### config.mk
export PLATFORM = sky130hd
export DESIGN_NAME = fsa_edge_locate_flat
export DESIGN_NICKNAME = d
export VERILOG_FILES = /design/src/rtl/fsa_pkg.sv /design/src/rtl/fsa_col_if.sv /design/src/rtl/fsa_edge_locate.sv /design/src/flat_wrapper.sv
export SDC_FILE = /design/constraint.sdc
export NUM_CORES = 1
export LEC_CHECK = 0
export BUFFER_PORTS_ARGS = -buffer_cell sky130_fd_sc_hd__buf_4
export CELL_PAD_IN_SITES_DETAIL_PLACEMENT = 1
export CELL_PAD_IN_SITES_GLOBAL_PLACEMENT = 2
export CORE_ASPECT_RATIO = 2
export CORE_MARGIN = 10
export CORE_UTILIZATION = 24
export DETAILED_ROUTE_END_ITERATION = 8
export GPL_TIMING_DRIVEN = 0
export PLACE_DENSITY = 0.88
export SLEW_MARGIN = 20
export SYNTH_ARGS = -nofsm -noshare
export SYNTH_HDL_FRONTEND = slang
export SYNTH_SLANG_ARGS = --single-unit
### constraint.sdc
create_clock -name clk -period 1.7 [get_ports clk]
set_input_delay 0.255 -clock clk [delete_from_list [all_inputs] [get_ports clk]]
set_output_delay 0.255 -clock clk [all_outputs]
set_load 0.01 [all_outputs]
### src/rtl/fsa_pkg.sv
`default_nettype none

package fsa_pkg;

	// image geometry
	localparam int C_IMG_WW = 12;
	localparam int C_IMG_HW = 12;

	// column store, image width at run time must not exceed the depth
	localparam int C_MAX_COLS = 256;
	localparam int C_ADDR_W = 8;

	// header search
	localparam int C_FIBER_HEIGHT_TOL = 2;
	localparam int C_FIBER_THICKNESS_LEN_HALF = 5;
	localparam int C_FIBER_THICKNESS_LEN = 2 * C_FIBER_THICKNESS_LEN_HALF + 1;

	// scan passes in issue order
	typedef enum logic [1:0] {
		PASS_IDLE,
		PASS_HEIGHT,
		PASS_X,
		PASS_Y
	} pass_t;

	// one column of the fiber silhouette
	typedef struct packed {
		logic val;
		logic [C_IMG_HW-1:0] top;
		logic [C_IMG_HW-1:0] bot;
	} col_t;

endpackage

`default_nettype wire

### src/rtl/fsa_col_if.sv
`timescale 1ns/1ps
`default_nettype none

interface fsa_col_if;
	import fsa_pkg::*;

	// column controls, stage p3
	logic en;
	logic [C_IMG_WW-1:0] x;
	logic wfirst;
	logic wlast;
	pass_t pass;

	// record of column x, valid while en is high
	col_t col;

	modport ctrl (
		output en, x, wfirst, wlast, pass
	);

	modport store (
		output col
	);

	modport sink (
		input en, x, wfirst, wlast, pass, col
	);

endinterface

`default_nettype wire

### src/rtl/fsa_edge_locate.sv
`timescale 1ns/1ps
`default_nettype none

module fsa_edge_locate (
	input  logic clk,
	input  logic resetn,
	fsa_col_if.sink colbus,
	output logic [fsa_pkg::C_IMG_WW-1:0] lft_edge,
	output logic [fsa_pkg::C_IMG_WW-1:0] rt_edge
);
	import fsa_pkg::*;

	// before left run, inside it, in the gap, right start found
	typedef enum logic [1:0] {
		ST_SEEK,
		ST_RUN,
		ST_GAP,
		ST_DONE
	} edge_st_t;

	edge_st_t st;
	edge_st_t st_cur;
	edge_st_t st_next;
	logic hpass;
	logic lft_hit;
	logic rt_hit;

	assign hpass = colbus.en && (colbus.pass == PASS_HEIGHT);

	// first column of the pass restarts the search
	assign st_cur = colbus.wfirst ? ST_SEEK : st;

	always_comb begin
		st_next = st_cur;
		lft_hit = 1'b0;
		rt_hit = 1'b0;
		case (st_cur)
			ST_SEEK: begin
				if (colbus.col.val) begin
					st_next = ST_RUN;
					lft_hit = 1'b1;
				end
			end
			ST_RUN: begin
				if (colbus.col.val) begin
					lft_hit = 1'b1;
				end else begin
					st_next = ST_GAP;
				end
			end
			ST_GAP: begin
				if (colbus.col.val) begin
					st_next = ST_DONE;
					rt_hit = 1'b1;
				end
			end
			default: st_next = ST_DONE;
		endcase
	end

	always_ff @(posedge clk) begin
		if (!resetn) begin
			st <= ST_SEEK;
			lft_edge <= '0;
			rt_edge <= '0;
		end else if (hpass) begin
			st <= st_next;
			if (lft_hit) begin
				lft_edge <= colbus.x;
			end
			if (rt_hit) begin
				rt_edge <= colbus.x;
			end
			// no right fiber start, both edges fall back to the last column
			if (colbus.wlast && (st_next != ST_DONE)) begin
				lft_edge <= colbus.x;
				rt_edge <= colbus.x;
			end
		end
	end

endmodule

`default_nettype wire

### src/flat_wrapper.sv
// flat-port wrapper written by rule: the top's interface ports become plain ports
module fsa_edge_locate_flat import fsa_pkg::*;
  (clk, resetn, lft_edge, rt_edge, colbus_en, colbus_x, colbus_wfirst, colbus_wlast, colbus_pass, colbus_col);
  fsa_col_if colbus_i ();
  input  logic clk;
  input  logic resetn;
  output logic [fsa_pkg::C_IMG_WW-1:0] lft_edge;
  output logic [fsa_pkg::C_IMG_WW-1:0] rt_edge;
  input wire logic [$bits(colbus_i.en)-1:0] colbus_en;
  input wire logic [$bits(colbus_i.x)-1:0] colbus_x;
  input wire logic [$bits(colbus_i.wfirst)-1:0] colbus_wfirst;
  input wire logic [$bits(colbus_i.wlast)-1:0] colbus_wlast;
  input wire logic [$bits(colbus_i.pass)-1:0] colbus_pass;
  input wire logic [$bits(colbus_i.col)-1:0] colbus_col;
  assign colbus_i.en = colbus_en;
  assign colbus_i.x = colbus_x;
  assign colbus_i.wfirst = colbus_wfirst;
  assign colbus_i.wlast = colbus_wlast;
  assign colbus_i.pass = colbus_pass;
  assign colbus_i.col = colbus_col;
  fsa_edge_locate u_core (.clk(clk), .resetn(resetn), .colbus(colbus_i), .lft_edge(lft_edge), .rt_edge(rt_edge));
endmodule
==> impl_summary.log <==
[metrics] result of the run: finished clean
[metrics] Post-DRT Antenna Nets: 0
[metrics] max_cap viols: 0
[metrics] met2 track demand over resource: around 15%
[metrics] number of failing setup endpoints in the final timing report: 0
[metrics] number of detailed-routing iterations run before antenna repair: 2
[metrics] final net count: 198
[metrics] buffers inserted during post-CTS setup optimization: 0
[metrics] Die Area: about 0.0075 mm²
[metrics] routing usage on met1: a little under a tenth
[metrics] overflow left after global routing: 0
[metrics] static leakage power: approximately 0.79 nW
[metrics] ranking of synthesized cells by area: sky130_fd_sc_hd__dfxtp_1 50%, sky130_fd_sc_hd__mux2i_1 23%, sky130_fd_sc_hd__nand2_1 13%
[metrics] routed length per placed instance: 15.5 µm
[metrics] initial antenna violation count: 0
[metrics] CP required: around 1.9 ns
[metrics] Setup Skew: approximately 0.0087 ns
[metrics] insertion delay to the later sink of the worst-skew pair: 0.27 ns
[metrics] setup repair after global routing missed its margin: false
[metrics] Slew @ Worst Pin: 0.532 ns
[metrics] DRC violation count after routing: 0
[metrics] CP max stage cell: sky130_fd_sc_hd__dfxtp_1
[metrics] number of design-rule violations left by the first detailed-router iteration: 23
[metrics] Synth Flop Type: sky130_fd_sc_hd__dfxtp_1
[metrics] worst-case headroom to the max-slew limit: 64.5%
[metrics] Clock Pin Slew Worst Setup and Hold Paths: roughly 0.090 ns
[metrics] family with the most delay on the worst path: flip-flops
[metrics] number of clock buffers inserted by TritonCTS: 3
[metrics] Logic pwr share: 10.5%
[metrics] number of sinks driven by the clock tree: 26
[metrics] arrival time of the worst setup path: ~1.5 ns
[metrics] synthesized netlist net count: between 150 and 200
[metrics] CTS tree: yes
[metrics] fraction of final layout cells with drive strength greater than 1: about a third
[metrics] final setup TNS: 0 ns
[metrics] initial core utilization: 25.2%
[metrics] global-route wire length before repair: between 5000 and 6000 µm
[metrics] maximum operating frequency: between 700 and 800 MHz
[metrics] CP Class: reg2reg
[metrics] count of unique library cells instantiated by Yosys: 17
[metrics] Die Wd: about 67 µm
[metrics] count of hold buffers inserted by post-cts repair: 0
[metrics] kind of start point of the critical path: register
[metrics] Post-synth EDFFs: 0
[metrics] share of the clock period used by the worst path after layout: 77.3%
[metrics] GRT met3 Usage: between 2 and 3%
[metrics] number of antenna diodes: 0
[metrics] FP Rows: 33
[metrics] gpl congestion: a little over 0.7
[metrics] vertical die dimension: around 110 µm
[metrics] Most Used Layer, Global Route: met2
[metrics] fraction of post-synthesis cell area in the top cell type by area: 50.0%
[metrics] switching power total: between 200 and 300 µW
[metrics] total of buffers placed on input and output ports: 42
[metrics] Power Density: 860 mW/mm²
[metrics] count of boundary I/O pins: 68
[metrics] buffers and inverters on the worst path: 1
[metrics] cell breakdown of the critical path: and3b_1 > o221ai_2 > buf_6 > mux2i_1
[metrics] total chip power: approximately 1.3 mW
[metrics] highest fanout seen on the critical path: 10
[metrics] Crit. End Element: register
[metrics] cell type with the highest aggregate area in the netlist: sky130_fd_sc_hd__dfxtp_1
[metrics] number of warnings printed during yosys synthesis: 0
[metrics] leading cell types by count after synthesis: 36 x sky130_fd_sc_hd__nand2_1, 26 x sky130_fd_sc_hd__dfxtp_1, 24 x sky130_fd_sc_hd__mux2i_1
[metrics] switching share of power: a little over a fifth
[metrics] final wirelength: roughly 3200 µm
[metrics] CTS root buffer: sky130_fd_sc_hd__clkbuf_8
[metrics] Setup Slack @ Placement: approximately 0.27 ns
[metrics] total number of vias: approximately 920
[metrics] Min Clock Period, post-route: approximately 1.3 ns
[metrics] cell with the most instances after synthesis: sky130_fd_sc_hd__nand2_1
[metrics] Internal Dissipation: around 1.0 mW
[metrics] estimated wirelength of the detail-placed design: about 2600 µm
[metrics] share of total power in sequential cells: about half
[metrics] worst IR drop on VDD: about 0.44 mV
[metrics] final count of hold timing violations: 0
[metrics] hold crit path type: in2reg
[metrics] fill cell instance count of the final layout: 495
[metrics] clock network fraction of total power: roughly 40%
[metrics] vias per std cell: ~4.5
[metrics] worst-case setup margin in the final layout: slightly below 0.4 ns
[metrics] Post-Synthesis Mean Instance Area: around 10 µm²
[metrics] total track usage: around 8.6%
[metrics] share of synthesized registers carrying an async set or reset: 0%
[metrics] delay of the slowest cell on the worst path: approximately 0.34 ns
[metrics] Post-Syn Instances: between 100 and 150
[metrics] Post-CTS Resized: 0
[metrics] number of max-slew violations in the final report: 0
[metrics] pin count of the biggest net entering global routing: 16
[metrics] growth of design area from synthesis to finish: 43.4%
[metrics] number of storage elements in the synthesis netlist: 26
[metrics] clock buffer depth: 2
[metrics] sequential share of the synthesized area: between 50% and 60%
[metrics] maximum level of the CTS H-tree: 1
[metrics] vias in the first global route: around 1100
[metrics] post-synthesis instance area: approximately 0.0010 mm²
[metrics] standard cell core area: slightly above 0.004 mm²
sequential cells by signal (all words and copies together), names as in the netlist:
| name | cells |
|---|---|
| u_core.lft_edge | 12 |
| u_core.st | 2 |
| u_core.rt_edge | 12 |
stage by stage:
step | instance area, µm² | hold WS [ns] | utilization [%] | instances
after floorplan | 1040 | 0.347 | - | 107
after global placement | 1420 | 0.448 | 34.4 | 201
after detailed placement | 1420 | 0.463 | 34.4 | 201
after CTS | 1490 | 0.176 | 36.2 | 205
after global routing | 1490 | 0.185 | 36.2 | 205
final | 1490 | 0.179 | 36.2 | 205
cell usage in the layout, fill, tap and decap left out, drive strengths merged, types with 2 or more instances in the layout:
master	Yosys	final
buf	5	47
nand2	36	36
dfxtp	26	26
mux2i	24	24
clkbuf	2	5
inv	3	3
and3b	2	2
o221ai	2	2
kinds of logic after synthesis:
group / count (synthesis) / synth area share [%]
muxes: 24 / 23.1
buffers and inverters: 10 / 5.29
DFF: 26 / 50.0
and+or+nand+nor: 41 / 16.2
AOI/OAI and AO/OA: 6 / 5.41
worst paths after layout:
kind	from	end	slack (ns)	depth (start not counted)
max	u_core.st[1]	u_core.rt_edge[5]	0.39	4
min	colbus_wfirst	u_core.st[1]	0.18	2
max reg2reg	u_core.st[1]	u_core.rt_edge[5]	0.39	4
min reg2reg	u_core.rt_edge[4]	u_core.rt_edge[4]	0.47	2
final cells by class:
class                           count  area (µm²)  share of cell area (%)
Tap cell                           52        65.1                    4.36
Inverter                            3        11.3                   0.754
Multi-Input combinational cell     71         465                    31.2
Clock inverter                      1        30.0                    2.01
Clock buffer                        3        41.3                    2.77
Timing Repair Buffer               42         315                    21.1
Buffer                              7        43.8                    2.93
Sequential cell                    26         520                    34.9
metal layers:
layer | share of wire, % | up-vias
li1 | - | 447
met4 | 0.79 | 0
met3 | 7.6 | 3
met1 | 38 | 433
met5 | 0 | -
met2 | 53 | 33
power by group through the flow:
stage | Sequential [mW] | Combinational, mW | Clock, mW
floorplan | 0.653 | 0.0550 | 0
global placement | 0.647 | 0.133 | 0
detailed placement | 0.648 | 0.139 | 0
CTS | 0.634 | 0.139 | 0.532
global route | 0.636 | 0.150 | 0.560
finish | 0.633 | 0.135 | 0.515
No activity file was read; power rests on OpenSTA's default activity.
