### config.mk
export PLATFORM = sky130hd
export DESIGN_NAME = fsa_detect_header_flat
export DESIGN_NICKNAME = d
export VERILOG_FILES = /design/src/rtl/fsa_pkg.sv /design/src/rtl/fsa_col_if.sv /design/src/rtl/fsa_detect_header.sv /design/src/flat_wrapper.sv
export SDC_FILE = /design/constraint.sdc
export NUM_CORES = 1
export LEC_CHECK = 0
export BUFFER_PORTS_ARGS = -buffer_cell sky130_fd_sc_hd__buf_4
export CAP_MARGIN = 30
export CORE_ASPECT_RATIO = 0.8
export CORE_MARGIN = 2
export CORE_UTILIZATION = 40
export DETAILED_ROUTE_END_ITERATION = 6
export RECOVER_POWER = 25
export REMOVE_ABC_BUFFERS = 1
export SLEW_MARGIN = 15
export SYNTH_ARGS = -nofsm -noshare
export SYNTH_HDL_FRONTEND = slang
export SYNTH_SLANG_ARGS = --single-unit
### constraint.sdc
create_clock -name clk -period 3.1 [get_ports clk]
set_input_delay 0.465 -clock clk [delete_from_list [all_inputs] [get_ports clk]]
set_output_delay 0.465 -clock clk [all_outputs]
set_load 0.005 [all_outputs]
### src/rtl/fsa_pkg.sv
`default_nettype none

package fsa_pkg;

	// image geometry
	localparam int C_IMG_WW = 12;
	localparam int C_IMG_HW = 12;

	// column store, image width at run time must not exceed the depth
	localparam int C_MAX_COLS = 256;
	localparam int C_ADDR_W = 8;

	// header search
	localparam int C_FIBER_HEIGHT_TOL = 2;
	localparam int C_FIBER_THICKNESS_LEN_HALF = 5;
	localparam int C_FIBER_THICKNESS_LEN = 2 * C_FIBER_THICKNESS_LEN_HALF + 1;

	// scan passes in issue order
	typedef enum logic [1:0] {
		PASS_IDLE,
		PASS_HEIGHT,
		PASS_X,
		PASS_Y
	} pass_t;

	// one column of the fiber silhouette
	typedef struct packed {
		logic val;
		logic [C_IMG_HW-1:0] top;
		logic [C_IMG_HW-1:0] bot;
	} col_t;

endpackage

`default_nettype wire

### src/rtl/fsa_col_if.sv
`timescale 1ns/1ps
`default_nettype none

interface fsa_col_if;
	import fsa_pkg::*;

	// column controls, stage p3
	logic en;
	logic [C_IMG_WW-1:0] x;
	logic wfirst;
	logic wlast;
	pass_t pass;

	// record of column x, valid while en is high
	col_t col;

	modport ctrl (
		output en, x, wfirst, wlast, pass
	);

	modport store (
		output col
	);

	modport sink (
		input en, x, wfirst, wlast, pass, col
	);

endinterface

`default_nettype wire

### src/rtl/fsa_detect_header.sv
`timescale 1ns/1ps
`default_nettype none

module fsa_detect_header (
	input  logic clk,
	input  logic resetn,
	fsa_col_if.sink colbus,
	input  logic [fsa_pkg::C_IMG_WW-1:0] lft_edge,
	input  logic [fsa_pkg::C_IMG_WW-1:0] rt_edge,
	output logic lft_header_valid,
	output logic [fsa_pkg::C_IMG_WW-1:0] lft_header_x,
	output logic [fsa_pkg::C_IMG_HW-1:0] lft_header_y,
	output logic rt_header_valid,
	output logic [fsa_pkg::C_IMG_WW-1:0] rt_header_x,
	output logic [fsa_pkg::C_IMG_HW-1:0] rt_header_y
);
	import fsa_pkg::*;

	logic [C_IMG_HW-1:0] h_p3;
	logic [C_IMG_HW:0] ysum_p3;
	logic en_p4;
	pass_t pass_p4;
	logic [C_IMG_WW-1:0] x_p4;
	logic val_p4;
	logic [C_IMG_HW-1:0] h_p4;
	logic [C_IMG_HW-1:0] yc_p4;
	logic [C_IMG_HW-1:0] lft_lo;
	logic [C_IMG_HW-1:0] lft_hi;
	logic [C_IMG_HW-1:0] rt_lo;
	logic [C_IMG_HW-1:0] rt_hi;
	logic [C_FIBER_THICKNESS_LEN-1:0] lft_win;
	logic [C_FIBER_THICKNESS_LEN-1:0] lft_win_nx;
	logic [C_FIBER_THICKNESS_LEN-1:0] rt_win;
	logic [C_FIBER_THICKNESS_LEN-1:0] rt_win_nx;
	logic lft_take;
	logic rt_take;
	logic rt_armed;
	logic lft_y_open;
	logic rt_y_open;
	logic hpass_p4;
	logic xpass_p4;
	logic ypass_p4;

	assign h_p3 = colbus.col.bot - colbus.col.top;
	assign ysum_p3 = {1'b0, colbus.col.top} + {1'b0, colbus.col.bot};

	// stage p4 copy of the column
	always_ff @(posedge clk) begin
		if (!resetn) begin
			en_p4 <= 1'b0;
			pass_p4 <= PASS_IDLE;
		end else begin
			en_p4 <= colbus.en;
			pass_p4 <= colbus.pass;
		end
	end

	always_ff @(posedge clk) begin
		x_p4 <= colbus.x;
		val_p4 <= colbus.col.val;
		h_p4 <= h_p3;
		yc_p4 <= ysum_p3[C_IMG_HW:1];
	end

	assign hpass_p4 = en_p4 && (pass_p4 == PASS_HEIGHT);
	assign xpass_p4 = en_p4 && (pass_p4 == PASS_X);
	assign ypass_p4 = en_p4 && (pass_p4 == PASS_Y);

	// reference heights from first and last column, lower bound saturates at zero
	always_ff @(posedge clk) begin
		if (!resetn) begin
			lft_lo <= '0;
			lft_hi <= '0;
			rt_lo <= '0;
			rt_hi <= '0;
		end else if (colbus.en && (colbus.pass == PASS_HEIGHT)) begin
			if (colbus.wfirst) begin
				lft_hi <= h_p3 + C_IMG_HW'(C_FIBER_HEIGHT_TOL);
				lft_lo <= (h_p3 > C_IMG_HW'(C_FIBER_HEIGHT_TOL)) ?
					h_p3 - C_IMG_HW'(C_FIBER_HEIGHT_TOL) : '0;
			end
			if (colbus.wlast) begin
				rt_hi <= h_p3 + C_IMG_HW'(C_FIBER_HEIGHT_TOL);
				rt_lo <= (h_p3 > C_IMG_HW'(C_FIBER_HEIGHT_TOL)) ?
					h_p3 - C_IMG_HW'(C_FIBER_HEIGHT_TOL) : '0;
			end
		end
	end

	// window ends at the current column, absent columns never count
	assign lft_win_nx = {lft_win[C_FIBER_THICKNESS_LEN-2:0],
		val_p4 && (h_p4 >= lft_lo) && (h_p4 <= lft_hi)};
	assign rt_win_nx = {rt_win[C_FIBER_THICKNESS_LEN-2:0],
		val_p4 && (h_p4 >= rt_lo) && (h_p4 <= rt_hi)};

	assign lft_take = !lft_header_valid && (&lft_win_nx) && (x_p4 <= lft_edge);
	assign rt_take = rt_armed && !rt_header_valid && (&rt_win_nx);

	always_ff @(posedge clk) begin
		if (!resetn || hpass_p4) begin
			lft_win <= '0;
			lft_header_valid <= 1'b0;
			lft_header_x <= '0;
		end else if (xpass_p4) begin
			lft_win <= lft_win_nx;
			if (lft_take) begin
				lft_header_valid <= 1'b1;
				lft_header_x <= x_p4 - C_IMG_WW'(C_FIBER_THICKNESS_LEN_HALF + 1);
			end
		end
	end

	// right search starts on the column after rt_edge
	always_ff @(posedge clk) begin
		if (!resetn || hpass_p4) begin
			rt_win <= '0;
			rt_armed <= 1'b0;
			rt_header_valid <= 1'b0;
			rt_header_x <= '0;
		end else if (xpass_p4) begin
			rt_win <= rt_win_nx;
			if (x_p4 == rt_edge) begin
				rt_armed <= 1'b1;
			end
			if (rt_take) begin
				rt_header_valid <= 1'b1;
				rt_header_x <= x_p4 - C_IMG_WW'(C_FIBER_THICKNESS_LEN_HALF + 1);
			end
		end
	end

	// centre row, followed up to the header column, stays zero without a header
	always_ff @(posedge clk) begin
		if (!resetn || xpass_p4) begin
			lft_y_open <= 1'b1;
			lft_header_y <= '0;
		end else if (ypass_p4 && lft_header_valid && lft_y_open) begin
			lft_header_y <= yc_p4;
			if (x_p4 == lft_header_x) begin
				lft_y_open <= 1'b0;
			end
		end
	end

	always_ff @(posedge clk) begin
		if (!resetn || xpass_p4) begin
			rt_y_open <= 1'b1;
			rt_header_y <= '0;
		end else if (ypass_p4 && rt_header_valid && rt_y_open) begin
			rt_header_y <= yc_p4;
			if (x_p4 == rt_header_x) begin
				rt_y_open <= 1'b0;
			end
		end
	end

	// controller must tag every issued column with a real pass
	a_pass_on_en: assert property (
		@(posedge clk) disable iff (!resetn) colbus.en |-> (colbus.pass != PASS_IDLE)
	) else $error("column %0d issued without a scan pass", colbus.x);

endmodule

`default_nettype wire

### src/flat_wrapper.sv
// flat-port wrapper written by rule: the top's interface ports become plain ports
module fsa_detect_header_flat import fsa_pkg::*;
  (clk, resetn, lft_edge, rt_edge, lft_header_valid, lft_header_x, lft_header_y, rt_header_valid, rt_header_x, rt_header_y, colbus_en, colbus_x, colbus_wfirst, colbus_wlast, colbus_pass, colbus_col);
  fsa_col_if colbus_i ();
  input  logic clk;
  input  logic resetn;
  input  logic [fsa_pkg::C_IMG_WW-1:0] lft_edge;
  input  logic [fsa_pkg::C_IMG_WW-1:0] rt_edge;
  output logic lft_header_valid;
  output logic [fsa_pkg::C_IMG_WW-1:0] lft_header_x;
  output logic [fsa_pkg::C_IMG_HW-1:0] lft_header_y;
  output logic rt_header_valid;
  output logic [fsa_pkg::C_IMG_WW-1:0] rt_header_x;
  output logic [fsa_pkg::C_IMG_HW-1:0] rt_header_y;
  input wire logic [$bits(colbus_i.en)-1:0] colbus_en;
  input wire logic [$bits(colbus_i.x)-1:0] colbus_x;
  input wire logic [$bits(colbus_i.wfirst)-1:0] colbus_wfirst;
  input wire logic [$bits(colbus_i.wlast)-1:0] colbus_wlast;
  input wire logic [$bits(colbus_i.pass)-1:0] colbus_pass;
  input wire logic [$bits(colbus_i.col)-1:0] colbus_col;
  assign colbus_i.en = colbus_en;
  assign colbus_i.x = colbus_x;
  assign colbus_i.wfirst = colbus_wfirst;
  assign colbus_i.wlast = colbus_wlast;
  assign colbus_i.pass = colbus_pass;
  assign colbus_i.col = colbus_col;
  fsa_detect_header u_core (.clk(clk), .resetn(resetn), .colbus(colbus_i), .lft_edge(lft_edge), .rt_edge(rt_edge), .lft_header_valid(lft_header_valid), .lft_header_x(lft_header_x), .lft_header_y(lft_header_y), .rt_header_valid(rt_header_valid), .rt_header_x(rt_header_x), .rt_header_y(rt_header_y));
endmodule
==> metrics <==
status finished, final reports clean; Final Instance Count excl. Fillers around 1,500; EDFF count, synth 0; met1 Use GR a little under a third; Min-Delay Path Class in2reg; R2R depth 12; # IOs roughly 120; Fillers between 2,000 and 2,500; Starting Density a little over 40%; Num Clock Sinks between 150 and 200; post-synthesis cell area 8830 um^2; Starting DRT DRC Count 448; PostCTS Resize Cnt 0; Synth cell types 76; most frequent cells in the layout 161 x dfxtp_1, 145 x buf_4, 127 x nand2_1, 91 x inv_1, 86 x ha_1; largest net degree at the start of global routing 43; share of cells above drive strength 1 between 10% and 20%; die area approximately 23,000 um^2; ANT cells 0; hold buffers post-CTS 0; Detail Placement HPWL 17.5 mm; CP arrival approximately 3.2 ns; GP Congestion about 0.84; Root Buffer clkbuf_16; placed cell areas a little over 10,000 um^2; Pre-antenna DRT Iters 5; commonest non-fill, non-tap cell in the layout dfxtp_1; Setup Skew around 0.012 ns; final WL 23.2 mm; CP startpoint kind flop; Static Leakage roughly 4.7 nW; FMAX ~350 MHz; vias in the first global route 6,958; most used routing layer met1; met2 Use GR between 30% and 40%; Via density 5.06; r2r setup slk between 0.2 and 0.3 ns; # DRC 0; final cycle utilization of the critical path between 90% and 100%; final total power 0.00560 W; Die H about 140 um; first-pass GRT wire length around 37 mm; Max FO, Critical Path 13; actual slew at the worst max-slew pin around 1.3 ns; clock buffer depth 2; total global routing overflow 0; Cell Pwr Density roughly 520 nW/um^2; Total GRT Usage 20.5%; Hold Violations, Final 0; Data required, critical path approximately 3.5 ns; syn avg cell area between 8 and 9 um^2; Syn-to-layout area delta 22.8%; Post-Synthesis Cells around 1,000; setup bufs post-CTS 0; Slew Viols, Final 0; Buffers on Ports between 100 and 150; worst rel slew slack about an eighth; RSZ-0062 raised after global routing no; initial antenna violation count 0; VDD IR max 368 uV; register bit count reported by yosys around 160; part of the Yosys area used for sequential elements 36.5%; asr flop ratio synth 0%; RR Endpoint u_core.lft_header_x[1]; synth warn 0; Most used DFF post-synth dfxtp_1; endpoint class of the critical path flop; Die W around 170 um; final layout net count 1,323; Placeable Area between 20,000 and 25,000 um^2; # Max-Cap Violations 0; R2R Path Start u_core.lft_hi[1]; CTS tree built; Hold Path Sink u_core.x_p4[2]; vias ~7,400; DR WL/cell roughly 16 um; min-delay src colbus_x[2]; # H-tree levels 4; Rows 48; met3 Use GR 4.28%; Crit Path Class reg2reg; final setup fails 0; number of CTS-inserted buffers 17; Final min period around 2.8 ns; Final Cell Area approximately 11,000 um^2; Clock Latency Late Sink between 0.4 and 0.5 ns; Hold Path Stages 1; post-route antenna net violation count 0; placed cell count around 1,400; Clock transition at path regs 0.07 ns
power by group:
group | switching (W) | internal (W) | leakage (nW)
sequential | 0.0000897 | 0.00217 | 1.31
combinational | 0.000654 | 0.000534 | 3.14
clock | 0.000894 | 0.00126 | 0.284
synthesized netlist by cell type (8+ instances only):
library cell | n | area, um^2
xor2_1 | 23 | 201
nand2_1 | 127 | 477
dfxtp_1 | 161 | 3220
a21o_1 | 15 | 113
inv_1 | 91 | 342
nand4_1 | 21 | 131
nor2_1 | 83 | 312
mux2i_1 | 49 | 490
o21ai_0 | 18 | 90.1
clkbuf_1 | 33 | 124
nand2b_1 | 8 | 50.1
a21oi_1 | 73 | 365
nor3_1 | 9 | 45.0
ha_1 | 86 | 1080
nor4_1 | 8 | 50.1
nand3_1 | 32 | 160
a211oi_1 | 18 | 135
xnor2_1 | 49 | 429
critical path: stages, from the launching register on:
cell and delay (ns):
dfxtp_1 0.33, inv_1 0.05, ha_1 0.29, nor2b_1 0.13, o21a_1 0.15, o21ai_0 0.19
a21oi_1 0.16, a211o_1 0.35, a221oi_1 0.33, buf_4 0.19, o211a_1 0.18, buf_12 0.17
mux2i_1 0.21
worst max path at each step:
| stage | cells after the start | from | slack [ns] | to |
|---|---|---|---|---|
| floorplan | 12 | colbus_col[0] | -0.24 | u_core.lft_lo[0] |
| global placement | 14 | colbus_col[0] | -0.08 | u_core.rt_lo[11] |
| detailed placement | 14 | colbus_col[0] | -0.12 | u_core.rt_lo[11] |
| CTS | 12 | u_core.lft_hi[1] | 0.28 | u_core.lft_header_x[1] |
| global route | 14 | colbus_col[0] | 0.05 | u_core.lft_lo[11] |
| finish | 12 | u_core.lft_hi[1] | 0.26 | u_core.lft_header_x[1] |
layer usage:
metal / up-vias / part of all wire, %
met1: 3436 / 53
met5: - / 0
met3: 17 / 4.4
li1: 3771 / -
met2: 133 / 42
met4: 0 / 0.97
cell families (layout without fill, tap and decap cells):
group	count (synthesis)	in the layout	synth area share, %
flops	161	161	36.5
simple gates	327	327	17.3
buf+inv	142	301	6.73
compound gates	180	180	13.7
xor+xnor	74	74	7.51
fa+ha+maj	88	88	12.6
mux	49	49	5.56
area by class of cell:
class	count	area, um^2	share of cell area, %
clock buffer	22	474	4.37
sequential	161	3220	29.7
tap	275	344	3.17
inverter	93	349	3.22
clock inverter	10	126	1.17
timing repair buffer	176	1310	12.1
multi-input combinational	718	5010	46.2
flip-flops by register name, indices dropped and copies added (netlist names):
signal / cells
u_core.rt_header_valid: 1
u_core.rt_hi: 12
u_core.lft_header_valid: 1
u_core.yc_p4: 12
u_core.rt_y_open: 1
u_core.h_p4: 12
u_core.rt_armed: 1
u_core.val_p4: 1
u_core.lft_win: 10
u_core.lft_y_open: 1
u_core.lft_header_x: 12
u_core.x_p4: 12
u_core.lft_hi: 12
u_core.rt_header_x: 12
u_core.lft_header_y: 12
u_core.rt_header_y: 12
u_core.rt_win: 10
u_core.rt_lo: 12
u_core.pass_p4: 2
u_core.lft_lo: 12
u_core.en_p4: 1
per-stage QoR:
stage | hold WS [ns] | utilization [%] | setup WS [ns] | TNS [ns]
after floorplan | 0.436 | - | -0.235 | -3.81
after global placement | 0.441 | 47.5 | -0.0793 | -0.358
after detailed placement | 0.450 | 47.5 | -0.124 | -1.35
after CTS | 0.119 | 50.2 | 0.278 | 0
after global routing | 0.135 | 50.2 | 0.0469 | 0
final | 0.155 | 50.2 | 0.262 | 0
Note: power is estimated with default switching activity, not from simulation.
