$ cat config.mk
export PLATFORM = sky130hd
export DESIGN_NAME = fsa_scan_ctrl_flat
export DESIGN_NICKNAME = d
export VERILOG_FILES = /design/src/rtl/fsa_pkg.sv /design/src/rtl/fsa_col_if.sv /design/src/rtl/fsa_scan_ctrl.sv /design/src/flat_wrapper.sv
export SDC_FILE = /design/constraint.sdc
export NUM_CORES = 1
export LEC_CHECK = 0
export CORE_MARGIN = 2
export CORE_UTILIZATION = 50
export CTS_BUF_LIST = sky130_fd_sc_hd__clkbuf_2 sky130_fd_sc_hd__clkbuf_4 sky130_fd_sc_hd__clkbuf_8
export CTS_CLUSTER_SIZE = 25
export DETAILED_ROUTE_END_ITERATION = 16
export DONT_BUFFER_PORTS = 1
export GPL_ROUTABILITY_DRIVEN = 0
export SYNTH_ARGS = -nofsm -noshare
export SYNTH_HDL_FRONTEND = slang
export SYNTH_SLANG_ARGS = --single-unit
export TNS_END_PERCENT = 30
$ cat constraint.sdc
create_clock -name clk -period 3.83 [get_ports clk]
set_input_delay 0.766 -clock clk [delete_from_list [all_inputs] [get_ports clk]]
set_output_delay 0.766 -clock clk [all_outputs]
set_load 0.02 [all_outputs]
$ cat src/rtl/fsa_pkg.sv
`default_nettype none

package fsa_pkg;

	// image geometry
	localparam int C_IMG_WW = 12;
	localparam int C_IMG_HW = 12;

	// column store, image width at run time must not exceed the depth
	localparam int C_MAX_COLS = 256;
	localparam int C_ADDR_W = 8;

	// header search
	localparam int C_FIBER_HEIGHT_TOL = 2;
	localparam int C_FIBER_THICKNESS_LEN_HALF = 5;
	localparam int C_FIBER_THICKNESS_LEN = 2 * C_FIBER_THICKNESS_LEN_HALF + 1;

	// scan passes in issue order
	typedef enum logic [1:0] {
		PASS_IDLE,
		PASS_HEIGHT,
		PASS_X,
		PASS_Y
	} pass_t;

	// one column of the fiber silhouette
	typedef struct packed {
		logic val;
		logic [C_IMG_HW-1:0] top;
		logic [C_IMG_HW-1:0] bot;
	} col_t;

endpackage

`default_nettype wire

$ cat src/rtl/fsa_col_if.sv
`timescale 1ns/1ps
`default_nettype none

interface fsa_col_if;
	import fsa_pkg::*;

	// column controls, stage p3
	logic en;
	logic [C_IMG_WW-1:0] x;
	logic wfirst;
	logic wlast;
	pass_t pass;

	// record of column x, valid while en is high
	col_t col;

	modport ctrl (
		output en, x, wfirst, wlast, pass
	);

	modport store (
		output col
	);

	modport sink (
		input en, x, wfirst, wlast, pass, col
	);

endinterface

`default_nettype wire

$ cat src/rtl/fsa_scan_ctrl.sv
`timescale 1ns/1ps
`default_nettype none

module fsa_scan_ctrl (
	input  logic clk,
	input  logic resetn,
	input  logic start,
	input  logic [fsa_pkg::C_IMG_WW-1:0] img_width,
	output logic rd_en,
	output logic [fsa_pkg::C_ADDR_W-1:0] rd_addr,
	output logic busy,
	output logic done,
	fsa_col_if.ctrl colbus
);
	import fsa_pkg::*;

	pass_t pass;
	logic [C_IMG_WW-1:0] cnt;
	logic [C_IMG_WW-1:0] width_q;
	logic [C_IMG_WW-1:0] last_idx;
	logic accept;
	logic last_y_p2;
	// last y column travelling through p3, p4 and the detector update
	logic [2:0] tail;

	assign accept = start && !busy;
	assign last_idx = width_q - 1'b1;

	// stage p2 read request
	assign rd_en = (pass != PASS_IDLE);
	assign rd_addr = cnt[C_ADDR_W-1:0];
	assign last_y_p2 = rd_en && (pass == PASS_Y) && (cnt == last_idx);

	always_ff @(posedge clk) begin
		if (accept) begin
			width_q <= img_width;
		end
	end

	always_ff @(posedge clk) begin
		if (!resetn) begin
			pass <= PASS_IDLE;
			cnt <= '0;
			busy <= 1'b0;
			done <= 1'b0;
			tail <= '0;
		end else begin
			tail <= {tail[1:0], last_y_p2};
			done <= tail[2];
			if (accept) begin
				busy <= 1'b1;
				pass <= PASS_HEIGHT;
				cnt <= '0;
			end else if (done) begin
				// busy covers the done cycle
				busy <= 1'b0;
			end
			if (rd_en) begin
				if (cnt == last_idx) begin
					cnt <= '0;
					case (pass)
						PASS_HEIGHT: pass <= PASS_X;
						PASS_X: pass <= PASS_Y;
						default: pass <= PASS_IDLE;
					endcase
				end else begin
					cnt <= cnt + 1'b1;
				end
			end
		end
	end

	// align controls with the store output
	always_ff @(posedge clk) begin
		if (!resetn) begin
			colbus.en <= 1'b0;
			colbus.pass <= PASS_IDLE;
		end else begin
			colbus.en <= rd_en;
			colbus.pass <= pass;
		end
	end

	always_ff @(posedge clk) begin
		colbus.x <= cnt;
		colbus.wfirst <= (cnt == '0);
		colbus.wlast <= (cnt == last_idx);
	end

	a_cnt_in_range: assert property (
		@(posedge clk) disable iff (!resetn) busy |-> (cnt < width_q)
	) else $error("column counter %0d outside image width %0d", cnt, width_q);

endmodule

`default_nettype wire

$ cat src/flat_wrapper.sv
// flat-port wrapper written by rule: the top's interface ports become plain ports
module fsa_scan_ctrl_flat import fsa_pkg::*;
  (clk, resetn, start, img_width, rd_en, rd_addr, busy, done, colbus_en, colbus_x, colbus_wfirst, colbus_wlast, colbus_pass);
  fsa_col_if colbus_i ();
  input  logic clk;
  input  logic resetn;
  input  logic start;
  input  logic [fsa_pkg::C_IMG_WW-1:0] img_width;
  output logic rd_en;
  output logic [fsa_pkg::C_ADDR_W-1:0] rd_addr;
  output logic busy;
  output logic done;
  output wire logic [$bits(colbus_i.en)-1:0] colbus_en;
  output wire logic [$bits(colbus_i.x)-1:0] colbus_x;
  output wire logic [$bits(colbus_i.wfirst)-1:0] colbus_wfirst;
  output wire logic [$bits(colbus_i.wlast)-1:0] colbus_wlast;
  output wire logic [$bits(colbus_i.pass)-1:0] colbus_pass;
  assign colbus_en = colbus_i.en;
  assign colbus_x = colbus_i.x;
  assign colbus_wfirst = colbus_i.wfirst;
  assign colbus_wlast = colbus_i.wlast;
  assign colbus_pass = colbus_i.pass;
  fsa_scan_ctrl u_core (.clk(clk), .resetn(resetn), .start(start), .img_width(img_width), .rd_en(rd_en), .rd_addr(rd_addr), .busy(busy), .done(done), .colbus(colbus_i));
endmodule
==> results of run 1 <==
worst min-delay path by stage:
| stage | startpoint | cells after the start | endpoint |
|---|---|---|---|
| 3_3_place_gp | u_core.tail[1] | 1 | u_core.tail[2] |
| 2_1_floorplan | u_core.cnt[8] | 0 | u_core.colbus.x[8] |
| 3_5_place_dp | u_core.tail[0] | 1 | u_core.tail[1] |
| 6_report | u_core.tail[0] | 1 | u_core.tail[1] |
| 5_1_grt | u_core.tail[0] | 1 | u_core.tail[1] |
| 4_1_cts | u_core.tail[0] | 1 | u_core.tail[1] |
critical path, delay by kind of cell (launching register included):
kind,cells,cell delay [ns]
AND/OR/NAND/NOR,5,1.67
flip-flops,1,0.43
adder cells (fa/ha/maj),1,0.22
AO/OA/AOI/OAI,2,0.22
buffers and inverters,1,0.08
flip-flops by register name, indices dropped and copies added, names as in the netlist:
register / flops
u_core.colbus.en: 1
u_core.colbus.wlast: 1
u_core.colbus.wfirst: 1
u_core.tail: 3
u_core.busy: 1
u_core.cnt: 12
u_core.colbus.pass: 2
u_core.done: 1
u_core.colbus.x: 12
u_core.width_q: 12
u_core.pass: 2
power by group through the flow:
stage / sequential (W) / combinational, W / clock, W
3_3_place_gp: 0.000567 / 0.0000523 / 0
4_1_cts: 0.000556 / 0.0000545 / 0.000387
3_5_place_dp: 0.000568 / 0.0000540 / 0
2_1_floorplan: 0.000562 / 0.0000489 / 0
5_1_grt: 0.000558 / 0.0000609 / 0.000402
6_report: 0.000556 / 0.0000543 / 0.000373
per-layer routing:
layer / track usage [%] / vias to the layer above
li1: - / 732
met2: 25.3 / 54
met4: 8.33 / 0
met5: 0 / -
met1: 19.4 / 682
met3: 5.67 / 9
logic make-up (layout without fill, tap and decap cells):
logic type                 Yosys count  in the layout  share of synthesized area [%]
DFF                                 48             48                           50.1
xor gates and xnor gates            11             11                           4.47
AOI/OAI and AO/OA                   24             24                           7.08
and+or+nand+nor                     90             90                           24.0
muxes                                8              8                           3.89
adders and majority gates            6              6                           3.48
buffers and inverters               32             24                           7.02
through the flow:
| stage | hold slack (ns) | instance area, sq um | power (W) | utilization, % |
|---|---|---|---|---|
| after floorplan | 0.329 | 2160 | 0.000611 | - |
| after global placement | 0.413 | 2130 | 0.000619 | 52.2 |
| after detailed placement | 0.427 | 2130 | 0.000622 | 52.2 |
| after CTS | 0.441 | 2250 | 0.000997 | 55.1 |
| after global routing | 0.448 | 2250 | 0.00102 | 55.1 |
| final | 0.434 | 2250 | 0.000983 | 55.1 |
Yosys cell counts, types with 2 or more instances:
| library cell | count |
|---|---|
| mux2_2 | 3 |
| nor3_1 | 2 |
| or3b_2 | 2 |
| xor2_1 | 7 |
| nand3b_1 | 3 |
| nand3_1 | 16 |
| nand2b_1 | 3 |
| ha_1 | 6 |
| mux2i_1 | 5 |
| nand2_1 | 22 |
| nor4_1 | 4 |
| edfxtp_1 | 12 |
| and2_1 | 5 |
| xnor2_1 | 4 |
| nand4_1 | 3 |
| nor2b_1 | 3 |
| clkbuf_1 | 8 |
| nor2_1 | 9 |
| o21ai_0 | 2 |
| buf_4 | 8 |
| or4_1 | 2 |
| a31oi_1 | 2 |
| a21oi_1 | 7 |
| and3_1 | 7 |
| dfxtp_1 | 36 |
| o21ai_1 | 4 |
| inv_1 | 15 |
area by class of cell:
cell class / count / share of cell area, %
flip-flops and latches: 48 / 48.0
multi-input cells: 139 / 41.0
clock buffers: 6 / 3.66
well taps: 50 / 2.78
inverters: 15 / 2.50
clock inverters: 2 / 1.72
repair buffers: 1 / 0.333
==> results by group, run 1 <==
Status
  – Status: completed

Logic synthesis
  – Synthesized Nets: 240
  – Seq/Total Area, Yosys: 50.1%
  – Syn Inst Count: 219
  – Ys async rst share: 0%
  – Top FF cell, synth: dfxtp_1
  – Area contributors post-synth: dfxtp_1 (33%), edfxtp_1 (17%), nand2_1 (3.8%)
  – Post-synth top area cell: dfxtp_1
  – Synth top area share: 33.4%
  – Warnings, synthesis: 0
  – EDFF count, synth: 12
  – Seq cells post-synth: 48
  – Mapped cell area: 0.00216 sq mm
  – Syn Area/Cell: 9.85 sq um
  – Distinct cell type count after synthesis: 46

Cells and area
  – Most common cell after layout, fill and taps aside: dfxtp_1
  – Non-filler instance count after layout: 261
  – FF+latch area: 0.00108 sq mm
  – Antenna Cells: 0
  – Area of the multi-input gates: 925 sq um
  – Layout area overhead: 4.47%
  – Nets: 231
  – Commonest cells after routing, fill and taps aside: dfxtp_1 (36), nand2_1 (22), nand3_1 (16)
  – Fillers: 375
  – Share of cells above drive strength 1: 9.48%

Critical path
  – Crit Path Class: reg2reg
  – Reg2reg start: u_core.width_q[0]
  – Critical path, cell by cell: inv_1 > ha_1 > or3b_2 > nor4_1 > a211oi_1 > nor4_2 > nand2_1 > or4_1 > o311a_1
  – Slowest Stage Delay on Critical Path: 0.48 ns
  – Worst path slowest cell: or3b_2
  – Crit Reg-Reg Endpoint: u_core.pass[0]
  – Critical Path RT: 4.01 ns
  – Worst-path fanout max: 5
  – Worst Setup SP: u_core.width_q[0]
  – Crit. End Element: flip-flop
  – CP endpoint: u_core.pass[0]
  – R2R cell count: 9
  – Worst Setup Start Kind: flip-flop
  – R2r setup slk: 1.09 ns
  – WP data arrival: 2.93 ns

Power
  – Clk pwr share: 37.9%
  – Sequential power share: 56.5%
  – Peak supply drop: 0.000323 V
  – LEAKAGE: 0.870 nW
  – Sw frac: 21.7%
  – Power Internal: 0.000770 W
  – NetSw: 0.000213 W
  – Power per cell area: 436 mW/mm^2
  – Logic pwr share: 5.5%

Clocking
  – Setup Buffers After CTS: 0
  – Maximum root-to-sink buffer count: 2
  – CTS sink cnt: 48
  – H-tree depth: 2
  – Worst-skew pair later-pin latency: 0.30 ns
  – Post-cts gate resize count: 0
  – Reg clk slew, reported paths: 0.08 ns
  – Hold buffers post-CTS: 0
  – Root Buffer: clkbuf_8
  – Total CTS buffers: 5
  – CTS tree: done

Placed design
  – PortBufs: 0
  – Setup WS pre-CTS: 1.10 ns
  – Final HPWL DP: 2720 microns
  – Placed cells: 253

STA
  – Slew Viols, Final: 0
  – TNS Setup: 0 ns
  – Worst clock skew: 0.00950 ns
  – Minimum clock period: 2.74 ns
  – Final count of hold timing violations: 0
  – Setup violators final: 0
  – Final period util: 71.6%
  – Slew HR: 61.8%
  – Fmax: 0.365 GHz
  – RSZ-0062 raised after global routing: false
  – Worst-margin pin slew: 0.570 ns
  – Worst setup slack after layout: 1.09 ns

Floorplan
  – Die Area: 0.00486 sq mm
  – Initial Utilization: 52.8%
  – Die X: 69.7 microns
  – # rows: 23
  – Die Ht: 69.7 microns
  – I/O Pins: 43
  – CORE AREA: 0.00409 sq mm

Routing
  – Via density: 5.66
  – DR iter-0 viols: 100
  – DRT Wirelength: 3680 microns
  – Metal-1 WL: 1730 microns
  – Residual DRC: 0
  – Met2 WL: 1660 microns
  – Vias after detailed routing: 1477
  – Drt wl/cell: 14.1 microns
  – Routed length on met3: 213 microns
  – Pre-Repair DR Iteration Count: 4
  – Top layer in use: met4
  – Antenna viol nets, final: 0

Flow run
  – Max-cap violations: 0

Global routing
  – Vias in the first global route: 1403
  – GRT overflow: 0
  – GRT Total Usage: 16.1%
  – First-pass GRT wire length: 6240 microns
  – Largest net degree at the start of global routing: 22
  – Initial antenna violation count: 0

Min path
  – Class of the worst hold path: reg2reg
(Power assumes the default switching activity.)
==> run 2, diff against run 1 <==
clock period = 2.6 ns   (was 3.83 ns; I/O delays follow)
==> run 2 against run 1 <==
  * Largest power group unchanged
  * Largest cell class unchanged
  * Clock-buffer cell count decreased by 1
  * Register-to-register slack got worse by 0.97 ns
  * Sequential share of layout area decreased by 2.5 points
  * Via count increased by 4.1%
  * Global-route usage decreased by 0.087 points
  * Utilization increased by 3.0 points
  * First-iteration DRC count increased by 5.0%
  * Clock power increased by 18%
  * Design area increased by 5.4%
  * Total power increased by 38%
==> results by group, run 2 (same netlist as run 1, synthesis figures left out) <==
Power
  – Logic pwr share: 8.2% (+2.7 points)
  – Clk pwr share: 32.4% (-5.5 points)
  – Sequential power share: 59.4% (+2.9 points)
  – Sw frac: 24.4% (+2.7 points)
  – NetSw: 0.000331 W (+56%)
  – Power per cell area: 571 mW/mm^2 (+31%)
  – LEAKAGE: 0.948 nW (+9.0%)
  – Power Internal: 0.00103 W (+33%)
  – Peak supply drop: 0.000269 V (-17%)

Floorplan
  – I/O Pins: 43 (unchanged)
  – # rows: 23 (unchanged)
  – Die Ht: 69.7 microns (unchanged)
  – Die X: 69.7 microns (unchanged)
  – Die Area: 0.00486 sq mm (unchanged)
  – Initial Utilization: 52.8% (unchanged)
  – CORE AREA: 0.00409 sq mm (unchanged)

STA
  – Slew HR: 66.2% (+4.4 points)
  – Final period util: 95.3% (+24 points)
  – Slew Viols, Final: 0 (unchanged)
  – Worst-margin pin slew: 0.507 ns (-0.0631 ns)
  – WHS: 0.310 ns (-0.124 ns)
  – Fmax: 0.403 GHz (+11%)
  – TNS Setup: 0 ns (unchanged)
  – Final count of hold timing violations: 0 (unchanged)
  – RSZ-0062 raised after global routing: true
  – Worst clock skew: 0.0115 ns (+0.00201 ns)
  – Minimum clock period: 2.48 ns (-0.263 ns)
  – Setup violators final: 0 (unchanged)

Global routing
  – GRT Total Usage: 16.0% (-0.087 points)
  – Largest net degree at the start of global routing: 22 (unchanged)
  – GRT overflow: 0 (unchanged)
  – Initial antenna violation count: 0 (unchanged)
  – First-pass GRT wire length: 6230 microns (-0.11%)
  – Vias in the first global route: 1392 (-0.78%)

Clocking
  – Total CTS buffers: 5 (unchanged)
  – Maximum root-to-sink buffer count: 2 (unchanged)
  – CTS sink cnt: 48 (unchanged)
  – H-tree depth: 2 (unchanged)
  – Hold buffers post-CTS: 0 (unchanged)
  – Worst-skew pair later-pin latency: 0.30 ns (about the same)
  – CTS tree: done
  – Reg clk slew, reported paths: 0.09 ns (about the same)
  – Root Buffer: clkbuf_8

Cells and area
  – Antenna Cells: 0 (unchanged)
  – Layout area overhead: 10.2%
  – Share of cells above drive strength 1: 17.5% (+8.0 points)
  – Finished Cell Area: 0.00238 sq mm (+5.4%)
  – Biggest registers after layout: u_core.cnt x12, u_core.colbus.x x12, u_core.width_q x12
  – Commonest cells after routing, fill and taps aside: dfxtp_1 (36), nand2_1 (22), buf_4 (18)
  – Final Core Density: 58.1% (+3.0 points)
  – Nets: 249 (+7.8%)
  – Most common cell after layout, fill and taps aside: dfxtp_1

Routing
  – Drt wl/cell: 13.9 microns (-1.2%)
  – DR iter-0 viols: 105 (+5.0%)
  – Antenna viol nets, final: 0 (unchanged)
  – Residual DRC: 0 (unchanged)
  – Pre-Repair DR Iteration Count: 4 (unchanged)
  – Via density: 5.51 (-2.7%)
  – DRT Wirelength: 3880 microns (+5.6%)
  – Vias after detailed routing: 1537 (+4.1%)

Placed design
  – PortBufs: 0 (unchanged)
  – Placed Area: 0.00224 sq mm (+5.3%)
  – Final HPWL DP: 2900 microns (+6.7%)

Min path
  – Class of the worst hold path: in2reg

Critical path
  – Critical Path RT: 2.79 ns (-1.22 ns)
  – Worst Setup Start Kind: flip-flop
  – WP data arrival: 2.67 ns (-0.26 ns)
  – Worst-path fanout max: 4 (-1)
  – Crit Path Class: reg2reg
  – Crit. End Element: flip-flop

Status
  – Status: completed

Flow run
  – Max-cap violations: 0 (unchanged)
run 2: stage by stage:
stage | std cells | total power, W | worst slack [ns]
CTS | 276 | 0.00137 | 0.0239
finish | 279 | 0.00136 | 0.121
global placement | 268 | 0.000925 | 0.0643
global route | 279 | 0.00141 | -0.0238
floorplan | 219 | 0.000900 | 0.0797
detailed placement | 268 | 0.000929 | 0.0285
run 2: final cells by class:
class	count	area (sq um)
Clock buffer	5	68.8
Inverter	15	56.3
Timing Repair Buffer	19	146
Tap cell	50	62.6
Fill cell	349	1710
Multi-Input combinational cell	139	938
Clock inverter	3	22.5
Sequential cell	48	1080
run 2: path summary, 6_finish.rpt:
path | startpoint | to | slack (ns) | depth (start not counted)
worst max-delay path | u_core.width_q[0] | u_core.pass[0] | 0.12 | 10
worst min register to register | u_core.tail[0] | u_core.tail[1] | 0.44 | 1
worst min-delay path | img_width[7] | u_core.width_q[7] | 0.31 | 0
worst max register to register | u_core.width_q[0] | u_core.pass[0] | 0.12 | 10
run 2: power by group through the flow:
stage          clock [W]  sequential (W)  combinational [W]
2_1_floorplan          0        0.000828          0.0000721
3_3_place_gp           0        0.000823           0.000102
3_5_place_dp           0        0.000824           0.000106
4_1_cts         0.000455        0.000806           0.000106
5_1_grt         0.000482        0.000809           0.000124
6_report        0.000439        0.000806           0.000111
run 2: critical path: stages, from the launching register on:
cell	delay, ns
edfxtp_1	0.39
inv_1	0.08
ha_2	0.18
buf_6	0.11
or3b_4	0.37
nand2_1	0.07
nand4_1	0.10
nor4_2	0.31
nand2_1	0.13
or4_1	0.52
o311a_1	0.12
run 2: per-layer routing:
metal | GRT usage (%) | wire (microns) | share of wire [%] | vias to the layer above
li1 | - | - | - | 770
met1 | 20.2 | 1770 | 45 | 705
met2 | 25.7 | 1830 | 47 | 58
met3 | 4.22 | 243 | 6.3 | 4
met4 | 7.26 | 39 | 1.0 | 0
met5 | 0 | 0 | 0 | -
run 2: what timing repair did:
item	CTS	global route
gates resized for setup	0	6
setup endpoints to repair	0	10
setup buffers	0	3
